==> src/aluCore_settings.svh <==
`ifndef ALUCORE_SETTINGS_SVH
`define ALUCORE_SETTINGS_SVH

// Operand and result width.
`define DATA_WIDTH 16

// Register file size and index width.
`define REG_COUNT 8
`define REG_INDEX_WIDTH 3

// Only the low bits of operand B count for a shift.
`define SHIFT_WIDTH 4

`endif

==> src/aluPkg.sv <==
package aluPkg;

   // ================================================
   // ALU operation codes.
   // ================================================
   localparam logic [3:0] aluOpAdd = 4'b0000;
   localparam logic [3:0] aluOpSub = 4'b0001;
   localparam logic [3:0] aluOpAnd = 4'b0010;
   localparam logic [3:0] aluOpOr  = 4'b0011;
   localparam logic [3:0] aluOpXor = 4'b0100;
   localparam logic [3:0] aluOpSll = 4'b1000;
   localparam logic [3:0] aluOpSlr = 4'b1001;
   localparam logic [3:0] aluOpSrl = 4'b1010;
   localparam logic [3:0] aluOpSra = 4'b1011;
   localparam logic [3:0] aluOpIdt = 4'b1100;
   localparam logic [3:0] aluOpNon = 4'b1111;

   // ================================================
   // Bit positions in the flag word in S Z C V order.
   // ================================================
   localparam int flagSign     = 3;
   localparam int flagZero     = 2;
   localparam int flagCarry    = 1;
   localparam int flagOverflow = 0;

endpackage

==> src/instrPkg.sv <==
`include "aluCore_settings.svh"

package instrPkg;

   // One 16-bit word, read as register form or immediate form.
   typedef union packed {
      struct packed {
         logic [1:0]                  op1;
         logic [`REG_INDEX_WIDTH-1:0] rs;
         logic [`REG_INDEX_WIDTH-1:0] rd;
         logic [3:0]                  op3;
         logic [3:0]                  d;
      } regForm;
      struct packed {
         logic [1:0]                  op1;
         logic [2:0]                  op2;
         logic [`REG_INDEX_WIDTH-1:0] rb;
         logic [7:0]                  imm;
      } immForm;
   } instrWord;

   // Format selectors.
   localparam logic [1:0] op1Reg = 2'b11;
   localparam logic [1:0] op1Imm = 2'b10;

   // Register form operations.
   localparam logic [3:0] op3Add = 4'd0;
   localparam logic [3:0] op3Sub = 4'd1;
   localparam logic [3:0] op3And = 4'd2;
   localparam logic [3:0] op3Or  = 4'd3;
   localparam logic [3:0] op3Xor = 4'd4;
   localparam logic [3:0] op3Cmp = 4'd5;
   localparam logic [3:0] op3Mov = 4'd6;
   localparam logic [3:0] op3Sll = 4'd8;
   localparam logic [3:0] op3Slr = 4'd9;
   localparam logic [3:0] op3Srl = 4'd10;
   localparam logic [3:0] op3Sra = 4'd11;
   localparam logic [3:0] op3Out = 4'd13;

   // Immediate form operations.
   localparam logic [2:0] op2Li   = 3'd0;
   localparam logic [2:0] op2Addi = 3'd1;
   localparam logic [2:0] op2Cmpi = 3'd2;

endpackage

==> src/regFile.sv <==
`include "aluCore_settings.svh"

module regFile (
   input  logic                        clock,
   input  logic                        reset,
   input  logic [`REG_INDEX_WIDTH-1:0] readRegA,
   input  logic [`REG_INDEX_WIDTH-1:0] readRegB,
   output logic [`DATA_WIDTH-1:0]      readDataA,
   output logic [`DATA_WIDTH-1:0]      readDataB,
   input  logic                        writeEnable,
   input  logic [`REG_INDEX_WIDTH-1:0] writeReg,
   input  logic [`DATA_WIDTH-1:0]      writeData
);

   logic [`DATA_WIDTH-1:0] regs [`REG_COUNT];

   // Both read ports are asynchronous.
   assign readDataA = regs[readRegA];
   assign readDataB = regs[readRegB];

   always_ff @(posedge clock) begin
      if (reset) begin
         for (int i = 0; i < `REG_COUNT; i++) begin
            regs[i] <= '0;
         end
      end else if (writeEnable) begin
         regs[writeReg] <= writeData;
      end
   end

endmodule

==> src/alu.sv <==
`include "aluCore_settings.svh"

module alu (
   input  logic [`DATA_WIDTH-1:0] dataA,
   input  logic [`DATA_WIDTH-1:0] dataB,
   input  logic [3:0]             aluOp,
   output logic [`DATA_WIDTH-1:0] aluResult,
   output logic [3:0]             aluFlags
);
   import aluPkg::*;

   logic [`SHIFT_WIDTH-1:0] shamt;
   logic [`DATA_WIDTH:0]    shiftLeft;
   logic                    rightCarry;
   logic [`DATA_WIDTH:0]    wideResult;
   logic                    overflow;

   assign shamt     = dataB[`SHIFT_WIDTH-1:0];
   assign shiftLeft = {1'b0, dataA} << shamt;

   // Last bit shifted out on the right.
   assign rightCarry = (shamt != '0) ? dataA[shamt - 1'b1] : 1'b0;

   // ================================================
   // Operation select with bit 16 as the carry.
   // ================================================
   always_comb begin
      case (aluOp)
         aluOpAdd: wideResult = {1'b0, dataA} + {1'b0, dataB};
         aluOpSub: wideResult = {1'b0, dataA} - {1'b0, dataB};
         aluOpAnd: wideResult = {1'b0, dataA & dataB};
         aluOpOr:  wideResult = {1'b0, dataA | dataB};
         aluOpXor: wideResult = {1'b0, dataA ^ dataB};
         aluOpSll: wideResult = shiftLeft;
         aluOpSlr: begin
            // Rotate left; bits leaving the top come back in at the bottom.
            wideResult = {shiftLeft[`DATA_WIDTH],
                          shiftLeft[`DATA_WIDTH-1:0] | (dataA >> (`DATA_WIDTH - shamt))};
         end
         aluOpSrl: wideResult = {rightCarry, dataA >> shamt};
         aluOpSra: wideResult = {rightCarry, $signed(dataA) >>> shamt};
         aluOpIdt: wideResult = {1'b0, dataA};
         aluOpNon: wideResult = '0;
         default:  wideResult = '0;
      endcase
   end

   // Signed overflow only exists for add and subtract.
   assign overflow =
      ((aluOp == aluOpAdd) && (dataA[`DATA_WIDTH-1] == dataB[`DATA_WIDTH-1])
         && (dataA[`DATA_WIDTH-1] != wideResult[`DATA_WIDTH-1]))
      || ((aluOp == aluOpSub) && (dataA[`DATA_WIDTH-1] != dataB[`DATA_WIDTH-1])
         && (dataA[`DATA_WIDTH-1] != wideResult[`DATA_WIDTH-1]));

   // ================================================
   // Flag word.
   // ================================================
   always_comb begin
      aluFlags               = '0;
      aluFlags[flagSign]     = wideResult[`DATA_WIDTH-1];
      aluFlags[flagZero]     = (wideResult[`DATA_WIDTH-1:0] == '0);
      aluFlags[flagCarry]    = wideResult[`DATA_WIDTH];
      aluFlags[flagOverflow] = overflow;
   end

   assign aluResult = wideResult[`DATA_WIDTH-1:0];

endmodule

==> src/instrDecode.sv <==
`include "aluCore_settings.svh"

module instrDecode (
   input  logic                        clock,
   input  logic                        reset,
   input  logic                        instrValid,
   input  instrPkg::instrWord          instr,
   output logic [`REG_INDEX_WIDTH-1:0] readRegA,
   output logic [`REG_INDEX_WIDTH-1:0] readRegB,
   input  logic [`DATA_WIDTH-1:0]      readDataA,
   input  logic [`DATA_WIDTH-1:0]      readDataB,
   input  logic [`DATA_WIDTH-1:0]      aluResult,
   output logic [`DATA_WIDTH-1:0]      operandA,
   output logic [`DATA_WIDTH-1:0]      operandB,
   output logic [3:0]                  aluOp,
   output logic                        issueValid,
   output logic                        writeEnable,
   output logic                        flagEnable,
   output logic                        outEnable,
   output logic [`REG_INDEX_WIDTH-1:0] destReg
);
   import instrPkg::*;
   import aluPkg::*;

   logic                        isRegForm;
   logic                        isImmForm;
   logic                        forwardA;
   logic                        forwardB;
   logic [`DATA_WIDTH-1:0]      sourceA;
   logic [`DATA_WIDTH-1:0]      sourceB;
   logic [`DATA_WIDTH-1:0]      immValue;
   logic [`DATA_WIDTH-1:0]      shiftValue;
   logic                        decLegal;
   logic                        decWrite;
   logic                        decFlag;
   logic                        decOut;
   logic [3:0]                  decAluOp;
   logic [`DATA_WIDTH-1:0]      decOperandA;
   logic [`DATA_WIDTH-1:0]      decOperandB;
   logic [`REG_INDEX_WIDTH-1:0] decDest;

   assign isRegForm = (instr.regForm.op1 == op1Reg);
   assign isImmForm = (instr.immForm.op1 == op1Imm);

   // Rd and Rb share the same bits, so port A reads the destination in both forms.
   assign readRegA = instr.regForm.rd;
   assign readRegB = instr.regForm.rs;

   // ================================================
   // Forwarding from the instruction in flight.
   // ================================================
   assign forwardA = issueValid && writeEnable && (destReg == readRegA);
   assign forwardB = issueValid && writeEnable && (destReg == readRegB);
   assign sourceA  = forwardA ? aluResult : readDataA;
   assign sourceB  = forwardB ? aluResult : readDataB;

   assign immValue   = {{(`DATA_WIDTH-8){instr.immForm.imm[7]}}, instr.immForm.imm};
   assign shiftValue = {{(`DATA_WIDTH-`SHIFT_WIDTH){1'b0}}, instr.regForm.d};

   // ================================================
   // Instruction decode.
   // ================================================
   always_comb begin
      decLegal    = 1'b0;
      decWrite    = 1'b0;
      decFlag     = 1'b0;
      decOut      = 1'b0;
      decAluOp    = aluOpNon;
      decOperandA = sourceA;
      decOperandB = sourceB;
      decDest     = instr.regForm.rd;
      if (isRegForm) begin
         // Every ALU operation updates the flags unless cleared below.
         decLegal = 1'b1;
         decWrite = 1'b1;
         decFlag  = 1'b1;
         case (instr.regForm.op3)
            op3Add: decAluOp = aluOpAdd;
            op3Sub: decAluOp = aluOpSub;
            op3And: decAluOp = aluOpAnd;
            op3Or:  decAluOp = aluOpOr;
            op3Xor: decAluOp = aluOpXor;
            op3Cmp: begin
               decAluOp = aluOpSub;
               decWrite = 1'b0;
            end
            op3Mov: begin
               decAluOp    = aluOpIdt;
               decOperandA = sourceB;
            end
            op3Sll: begin
               decAluOp    = aluOpSll;
               decOperandB = shiftValue;
            end
            op3Slr: begin
               decAluOp    = aluOpSlr;
               decOperandB = shiftValue;
            end
            op3Srl: begin
               decAluOp    = aluOpSrl;
               decOperandB = shiftValue;
            end
            op3Sra: begin
               decAluOp    = aluOpSra;
               decOperandB = shiftValue;
            end
            op3Out: begin
               decAluOp    = aluOpIdt;
               decOperandA = sourceB;
               decWrite    = 1'b0;
               decFlag     = 1'b0;
               decOut      = 1'b1;
            end
            default: begin
               decLegal = 1'b0;
               decWrite = 1'b0;
               decFlag  = 1'b0;
            end
         endcase
      end else if (isImmForm) begin
         decLegal    = 1'b1;
         decWrite    = 1'b1;
         decFlag     = 1'b1;
         decOperandB = immValue;
         case (instr.immForm.op2)
            op2Li: begin
               decAluOp    = aluOpIdt;
               decOperandA = immValue;
            end
            op2Addi: decAluOp = aluOpAdd;
            op2Cmpi: begin
               decAluOp = aluOpSub;
               decWrite = 1'b0;
            end
            default: begin
               decLegal = 1'b0;
               decWrite = 1'b0;
               decFlag  = 1'b0;
            end
         endcase
      end
   end

   always_ff @(posedge clock) begin
      if (reset) begin
         issueValid  <= 1'b0;
         writeEnable <= 1'b0;
         flagEnable  <= 1'b0;
         outEnable   <= 1'b0;
         aluOp       <= aluOpNon;
      end else begin
         issueValid  <= instrValid && decLegal;
         writeEnable <= instrValid && decWrite;
         flagEnable  <= instrValid && decFlag;
         outEnable   <= instrValid && decOut;
         aluOp       <= decAluOp;
      end
   end

   always_ff @(posedge clock) begin
      if (instrValid) begin
         operandA <= decOperandA;
         operandB <= decOperandB;
         destReg  <= decDest;
      end
   end

endmodule

==> src/resultStage.sv <==
`include "aluCore_settings.svh"

module resultStage (
   input  logic                        clock,
   input  logic                        reset,
   input  logic                        issueValid,
   input  logic                        writeEnable,
   input  logic                        flagEnable,
   input  logic                        outEnable,
   input  logic [`REG_INDEX_WIDTH-1:0] destReg,
   input  logic [`DATA_WIDTH-1:0]      aluResult,
   input  logic [3:0]                  aluFlags,
   output logic                        wbEnable,
   output logic [`REG_INDEX_WIDTH-1:0] wbReg,
   output logic [`DATA_WIDTH-1:0]      wbData,
   output logic                        resultValid,
   output logic [`DATA_WIDTH-1:0]      result,
   output logic [3:0]                  flags,
   output logic                        outStrobe,
   output logic [`DATA_WIDTH-1:0]      outData
);

   logic aluDone;
   logic outDone;

   assign aluDone = issueValid && !outEnable;
   assign outDone = issueValid && outEnable;

   // Write-back lands on the same edge that registers the result.
   assign wbEnable = issueValid && writeEnable;
   assign wbReg    = destReg;
   assign wbData   = aluResult;

   always_ff @(posedge clock) begin
      if (reset) begin
         resultValid <= 1'b0;
         result      <= '0;
         flags       <= '0;
         outStrobe   <= 1'b0;
         outData     <= '0;
      end else begin
         resultValid <= aluDone;
         outStrobe   <= outDone;
         if (aluDone) begin
            result <= aluResult;
         end
         if (issueValid && flagEnable) begin
            flags <= aluFlags;
         end
         // OUT carries Rs through the ALU unchanged.
         if (outDone) begin
            outData <= aluResult;
         end
      end
   end

endmodule

==> src/execCore.sv <==
`include "aluCore_settings.svh"

module execCore (
   input  logic                   clock,
   input  logic                   reset,
   input  logic                   instrValid,
   input  instrPkg::instrWord     instr,
   output logic                   resultValid,
   output logic [`DATA_WIDTH-1:0] result,
   output logic [3:0]             flags,
   output logic                   outStrobe,
   output logic [`DATA_WIDTH-1:0] outData
);

   logic [`REG_INDEX_WIDTH-1:0] readRegA;
   logic [`REG_INDEX_WIDTH-1:0] readRegB;
   logic [`DATA_WIDTH-1:0]      readDataA;
   logic [`DATA_WIDTH-1:0]      readDataB;
   logic [`DATA_WIDTH-1:0]      operandA;
   logic [`DATA_WIDTH-1:0]      operandB;
   logic [3:0]                  aluOp;
   logic [`DATA_WIDTH-1:0]      aluResult;
   logic [3:0]                  aluFlags;
   logic                        issueValid;
   logic                        writeEnable;
   logic                        flagEnable;
   logic                        outEnable;
   logic [`REG_INDEX_WIDTH-1:0] destReg;
   logic                        wbEnable;
   logic [`REG_INDEX_WIDTH-1:0] wbReg;
   logic [`DATA_WIDTH-1:0]      wbData;

   // ================================================
   // Decode, operand read and forwarding.
   // ================================================
   instrDecode instrDecode_i (
      .clock       (clock),
      .reset       (reset),
      .instrValid  (instrValid),
      .instr       (instr),
      .readRegA    (readRegA),
      .readRegB    (readRegB),
      .readDataA   (readDataA),
      .readDataB   (readDataB),
      .aluResult   (aluResult),
      .operandA    (operandA),
      .operandB    (operandB),
      .aluOp       (aluOp),
      .issueValid  (issueValid),
      .writeEnable (writeEnable),
      .flagEnable  (flagEnable),
      .outEnable   (outEnable),
      .destReg     (destReg)
   );

   regFile regFile_i (
      .clock       (clock),
      .reset       (reset),
      .readRegA    (readRegA),
      .readRegB    (readRegB),
      .readDataA   (readDataA),
      .readDataB   (readDataB),
      .writeEnable (wbEnable),
      .writeReg    (wbReg),
      .writeData   (wbData)
   );

   alu alu_i (
      .dataA     (operandA),
      .dataB     (operandB),
      .aluOp     (aluOp),
      .aluResult (aluResult),
      .aluFlags  (aluFlags)
   );

   // ================================================
   // Result, write-back and output port.
   // ================================================
   resultStage resultStage_i (
      .clock       (clock),
      .reset       (reset),
      .issueValid  (issueValid),
      .writeEnable (writeEnable),
      .flagEnable  (flagEnable),
      .outEnable   (outEnable),
      .destReg     (destReg),
      .aluResult   (aluResult),
      .aluFlags    (aluFlags),
      .wbEnable    (wbEnable),
      .wbReg       (wbReg),
      .wbData      (wbData),
      .resultValid (resultValid),
      .result      (result),
      .flags       (flags),
      .outStrobe   (outStrobe),
      .outData     (outData)
   );

endmodule

==> config.mk <==
export PLATFORM = sky130hd
export DESIGN_NAME = execCore
export DESIGN_NICKNAME = d
export VERILOG_FILES = /design/src/aluPkg.sv /design/src/instrPkg.sv /design/src/regFile.sv /design/src/alu.sv /design/src/instrDecode.sv /design/src/resultStage.sv /design/src/execCore.sv
export VERILOG_INCLUDE_DIRS = /design/src
export SDC_FILE = /design/constraint.sdc
export NUM_CORES = 1
export LEC_CHECK = 0
export BUFFER_PORTS_ARGS = -buffer_cell sky130_fd_sc_hd__buf_4
export CORE_UTILIZATION = 55
export CTS_CLUSTER_DIAMETER = 100
export DETAILED_ROUTE_END_ITERATION = 10
export GPL_TIMING_DRIVEN = 0
export PLACE_DENSITY = 0.72
export SLEW_MARGIN = 20
export SYNTH_ARGS = -nofsm -noshare
export SYNTH_HDL_FRONTEND = slang
export SYNTH_HIERARCHICAL = 1
export SYNTH_SLANG_ARGS = --single-unit
==> constraint.sdc <==
create_clock -name clock -period 4.79 [get_ports clock]
set_clock_uncertainty 0.15 [all_clocks]
set_input_delay 0 -clock clock [delete_from_list [all_inputs] [get_ports clock]]
set_output_delay 0 -clock clock [all_outputs]
set_load 0.005 [all_outputs]
==> impl_metrics.ini <==
[logic_synthesis]
yosys_most_used_dff = edfxtp_1
yosys-mux-area-fraction_pct = 25.0
synth_cell_types = 101
synth-seq-cells = 209
yosysWarnings = 6
async_reset_ff_share_pct = 0
netlist_instances = 1494
ys_seq_area_share_pct = 35.5
synth_xor_area_share_pct = 1.71
synth-compound-area-share_pct = 11.1
syn_area_per_cell_sq_um = 11.0
synth_top_family_by_area = multiplexers
synthesis.area_sq_um = 16400
synth-edff-count = 163
yosys.area_share.adder_pct = 3.94
synth_simple_gate_area_share_pct = 15.2
synth.net_count = 1564

[pwr]
power_density_nw_per_um2 = 280
finalPower_w = 0.00536
power_leakage_nw = 7.21
vdd_ir_drop_max_mv = 0.353

[timing]
setup_violations = 1
hold_viol_final = 0
rsz0062_at_grt = yes
slew_headroom_pct = 25.1
worst_pin_slew_ns = 1.12
fin_crit_ns = 4.82
slew_viol_final = 0
tns_ns = -0.0266
finalCritPeriodShare_pct = 101
holdWs_ns = 0.0778
fmax_mhz = 208
setup_slack_ns = -0.0266

[place]
dp_hpwl_um = 43900
io_buffers = 53
place_inst = 1941
gp_congestion = 1.01

[detailed_routing]
drt-total-wl_um = 58700
antenna_left = 0
via_per_inst = 6.81
wire_per_inst_um = 28.8
first_pass_iters = 6
drc = 0
num_vias = 13900
drt_iter0_markers = 1679

[clocking]
htree_levels = 1
numCtsBuffers = 23
clockBufferDepth = 3
root_buffer = clkbuf_16
clock_latency_ns = 0.52
clk_pin_slew_worst_paths_ns = 0.06
cts_sinks = 209
tritoncts = built

[layout]
final_nets = 1715
final_util_pct = 65.9
fin_cells = 2040
multi_input_area_sq_um = 9720
area_delta_synth_final_pct = 16.7
nFillCells = 2260
regArea_sq_um = 5820
drive_gt1_share_pct = 25.0
num_antenna_cells = 0

[global_route]
grt_first_pass_wirelength_um = 87800
track_usage_pct = 38.7
antenna_found_initial = 1
grt_max_degree = 39
grt_pass1_vias = 13900
gr-total-overflow = 0

[critical_path]
r2r_setup_slack_ns = -0.03
cp-start-kind = flip-flop
crit_start = instrDecode_i/operandB[0]$_DFFE_PP_
crit_path_end_kind = flip-flop
timing.rr.end = resultStage_i/flags[2]$_SDFFE_PP0P_
cp.arrival_ns = 5.12
crit_end = resultStage_i/flags[2]$_SDFFE_PP0P_
path_max_fanout = 4
crit_type = reg2reg
worstPathRequired_ns = 5.09
r2r_cells = 20
reg2reg_from = instrDecode_i/operandB[0]$_DFFE_PP_

[die]
rows = 62
fp.dieW_um = 175
start_util_pct = 56.5
ios = 57
coreArea_sq_um = 29000
dieArea_sq_um = 30500
die_h_um = 175

[run_status]
outcome = finished, violations left
violations = setup timing

[min_path]
min_path_type = in2reg

[job]
maxCapViolCount = 0
-- synth_stat cells, types with 7 or more instances --
master,number,area [sq um]
buf_4,29,218
o21bai_1,9,67.6
dfxtp_1,46,921
and2_1,8,50.1
o211ai_1,13,97.6
a211oi_1,12,90.1
mux2_2,42,473
a22oi_1,10,75.1
inv_1,49,184
mux2i_1,88,881
nand2_1,82,308
clkinv_1,18,67.6
nor2_1,70,263
xor2_1,10,87.6
buf_6,17,191
nor3_1,139,696
clkbuf_1,75,282
o221ai_1,16,140
mux4_2,51,1150
ha_1,50,626
nor3_2,7,70.1
o21ai_0,54,270
nand2b_1,60,375
mux4_1,60,1580
nor2b_1,13,81.3
xnor2_1,22,193
buf_1,10,37.5
buf_2,21,105
edfxtp_1,163,4890
a21oi_1,51,255
a31oi_1,8,50.1
nand3_1,23,115
-- placed cells by master (no fill, tap or decap), drive strengths merged, types with 6 or more instances in the layout --
cell         Yosys  layout
a211oi          13      13
a21oi           51      51
a22oi           10      10
a31oi            9       9
and2            11      11
and3             6       6
buf             81     193
clkbuf          82     103
clkinv          18      19
dfxtp           46      46
dlygate4sd3      0      21
edfxtp         163     163
ha              50      50
inv             51      53
mux2            42      42
mux2i           88      88
mux4           112     112
nand2           83      83
nand2b          60      60
nand3           23      23
nor2            71      71
nor2b           14      14
nor3           147     147
nor4             9       9
o211ai          13      13
o21ai           60      60
o21bai           9       9
o221ai          17      17
o311ai           6       6
o31ai            6       6
or2              6       6
xnor2           22      22
xor2            10      10
-- where the power goes --
part           leakage (nW)  switching [W]  internal, W
clock network         0.339       0.000702     0.000988
registers              2.04      0.0000959      0.00203
logic                  4.82       0.000888     0.000657
-- area by class of cell --
class	count	area share, %
Multi-Input combinational cell	1053	50.8
Sequential cell	209	30.4
Timing Repair Buffer	137	5.90
Buffer	152	5.11
Clock buffer	28	3.11
Tap cell	384	2.51
Inverter	69	1.58
Clock inverter	8	0.569
-- how the worst min path moves through the flow --
stage / start / endpoint / slack (ns) / cells after the start
CTS: instr[7] / instrDecode_i/aluOp[2]$_SDFF_PP1_ / 0.04 / 4
detailed placement: instr[10] / instrDecode_i/destReg[2]$_DFFE_PP_ / 0.06 / 1
finish: instr[7] / instrDecode_i/aluOp[2]$_SDFF_PP1_ / 0.08 / 4
floorplan: instr[8] / instrDecode_i/destReg[0]$_DFFE_PP_ / -0.05 / 0
global placement: instr[9] / instrDecode_i/destReg[1]$_DFFE_PP_ / 0.06 / 1
global route: instr[7] / instrDecode_i/aluOp[2]$_SDFF_PP1_ / 0.1 / 4
-- state kept, by name (all words and copies together), names as in the netlist, 3 cells and up --
name                    cells
resultStage_i/outData      16
instrDecode_i/operandA     16
instrDecode_i/operandB     16
resultStage_i/result       16
instrDecode_i/aluOp         4
regFile_i/regs            128
resultStage_i/flags         4
instrDecode_i/destReg       3
-- metal layers --
layer | global-route usage, % | vias up | routed length [um]
li1 | - | 6048 | -
met1 | 45.8 | 6829 | 21300
met2 | 68.0 | 796 | 29400
met3 | 4.87 | 224 | 4150
met4 | 22.1 | 0 | 3900
met5 | 0 | - | 0
-- per-stage QoR --
stage / instance area, sq um / setup WS (ns)
floorplan: 16400 / 0.0419
CTS: 18900 / -0.141
global placement: 17300 / -1.69
finish: 19100 / -0.0266
global route: 19100 / -0.136
detailed placement: 17500 / -1.50
-- worst max-delay path: stages (launching register included) --
cell      delay (ns)
edfxtp_1        0.43
buf_12          0.18
inv_12          0.07
ha_4            0.12
or3b_4          0.42
or4_4           0.47
buf_6           0.14
nor2_4          0.13
nor2_2          0.05
xnor2_1         0.12
ha_2            0.35
inv_1           0.05
nand2_1         0.05
o311a_1         0.22
o311ai_4        0.12
a2111o_1        0.46
nor3_2          0.23
or4b_4          0.51
nor4_4          0.19
nand3_1         0.11
a21oi_1         0.15
-- repair_timing --
item	in CTS	in global routing
pin swaps	24	20
endpoints found under the setup margin	180	84
setup buffers	31	22
endpoints found under the hold margin	98	0
hold buffers	21	0
resized for setup	71	30
-- logic make-up after synthesis --
| group | count (synthesis) |
|---|---|
| adder cells (fa/ha/maj) | 51 |
| XOR/XNOR | 32 |
| multiplexers | 242 |
| AO/OA/AOI/OAI | 261 |
| flip-flops | 209 |
| buffers and inverters | 232 |
| AND/OR/NAND/NOR | 467 |
(Power assumes the default switching activity.)
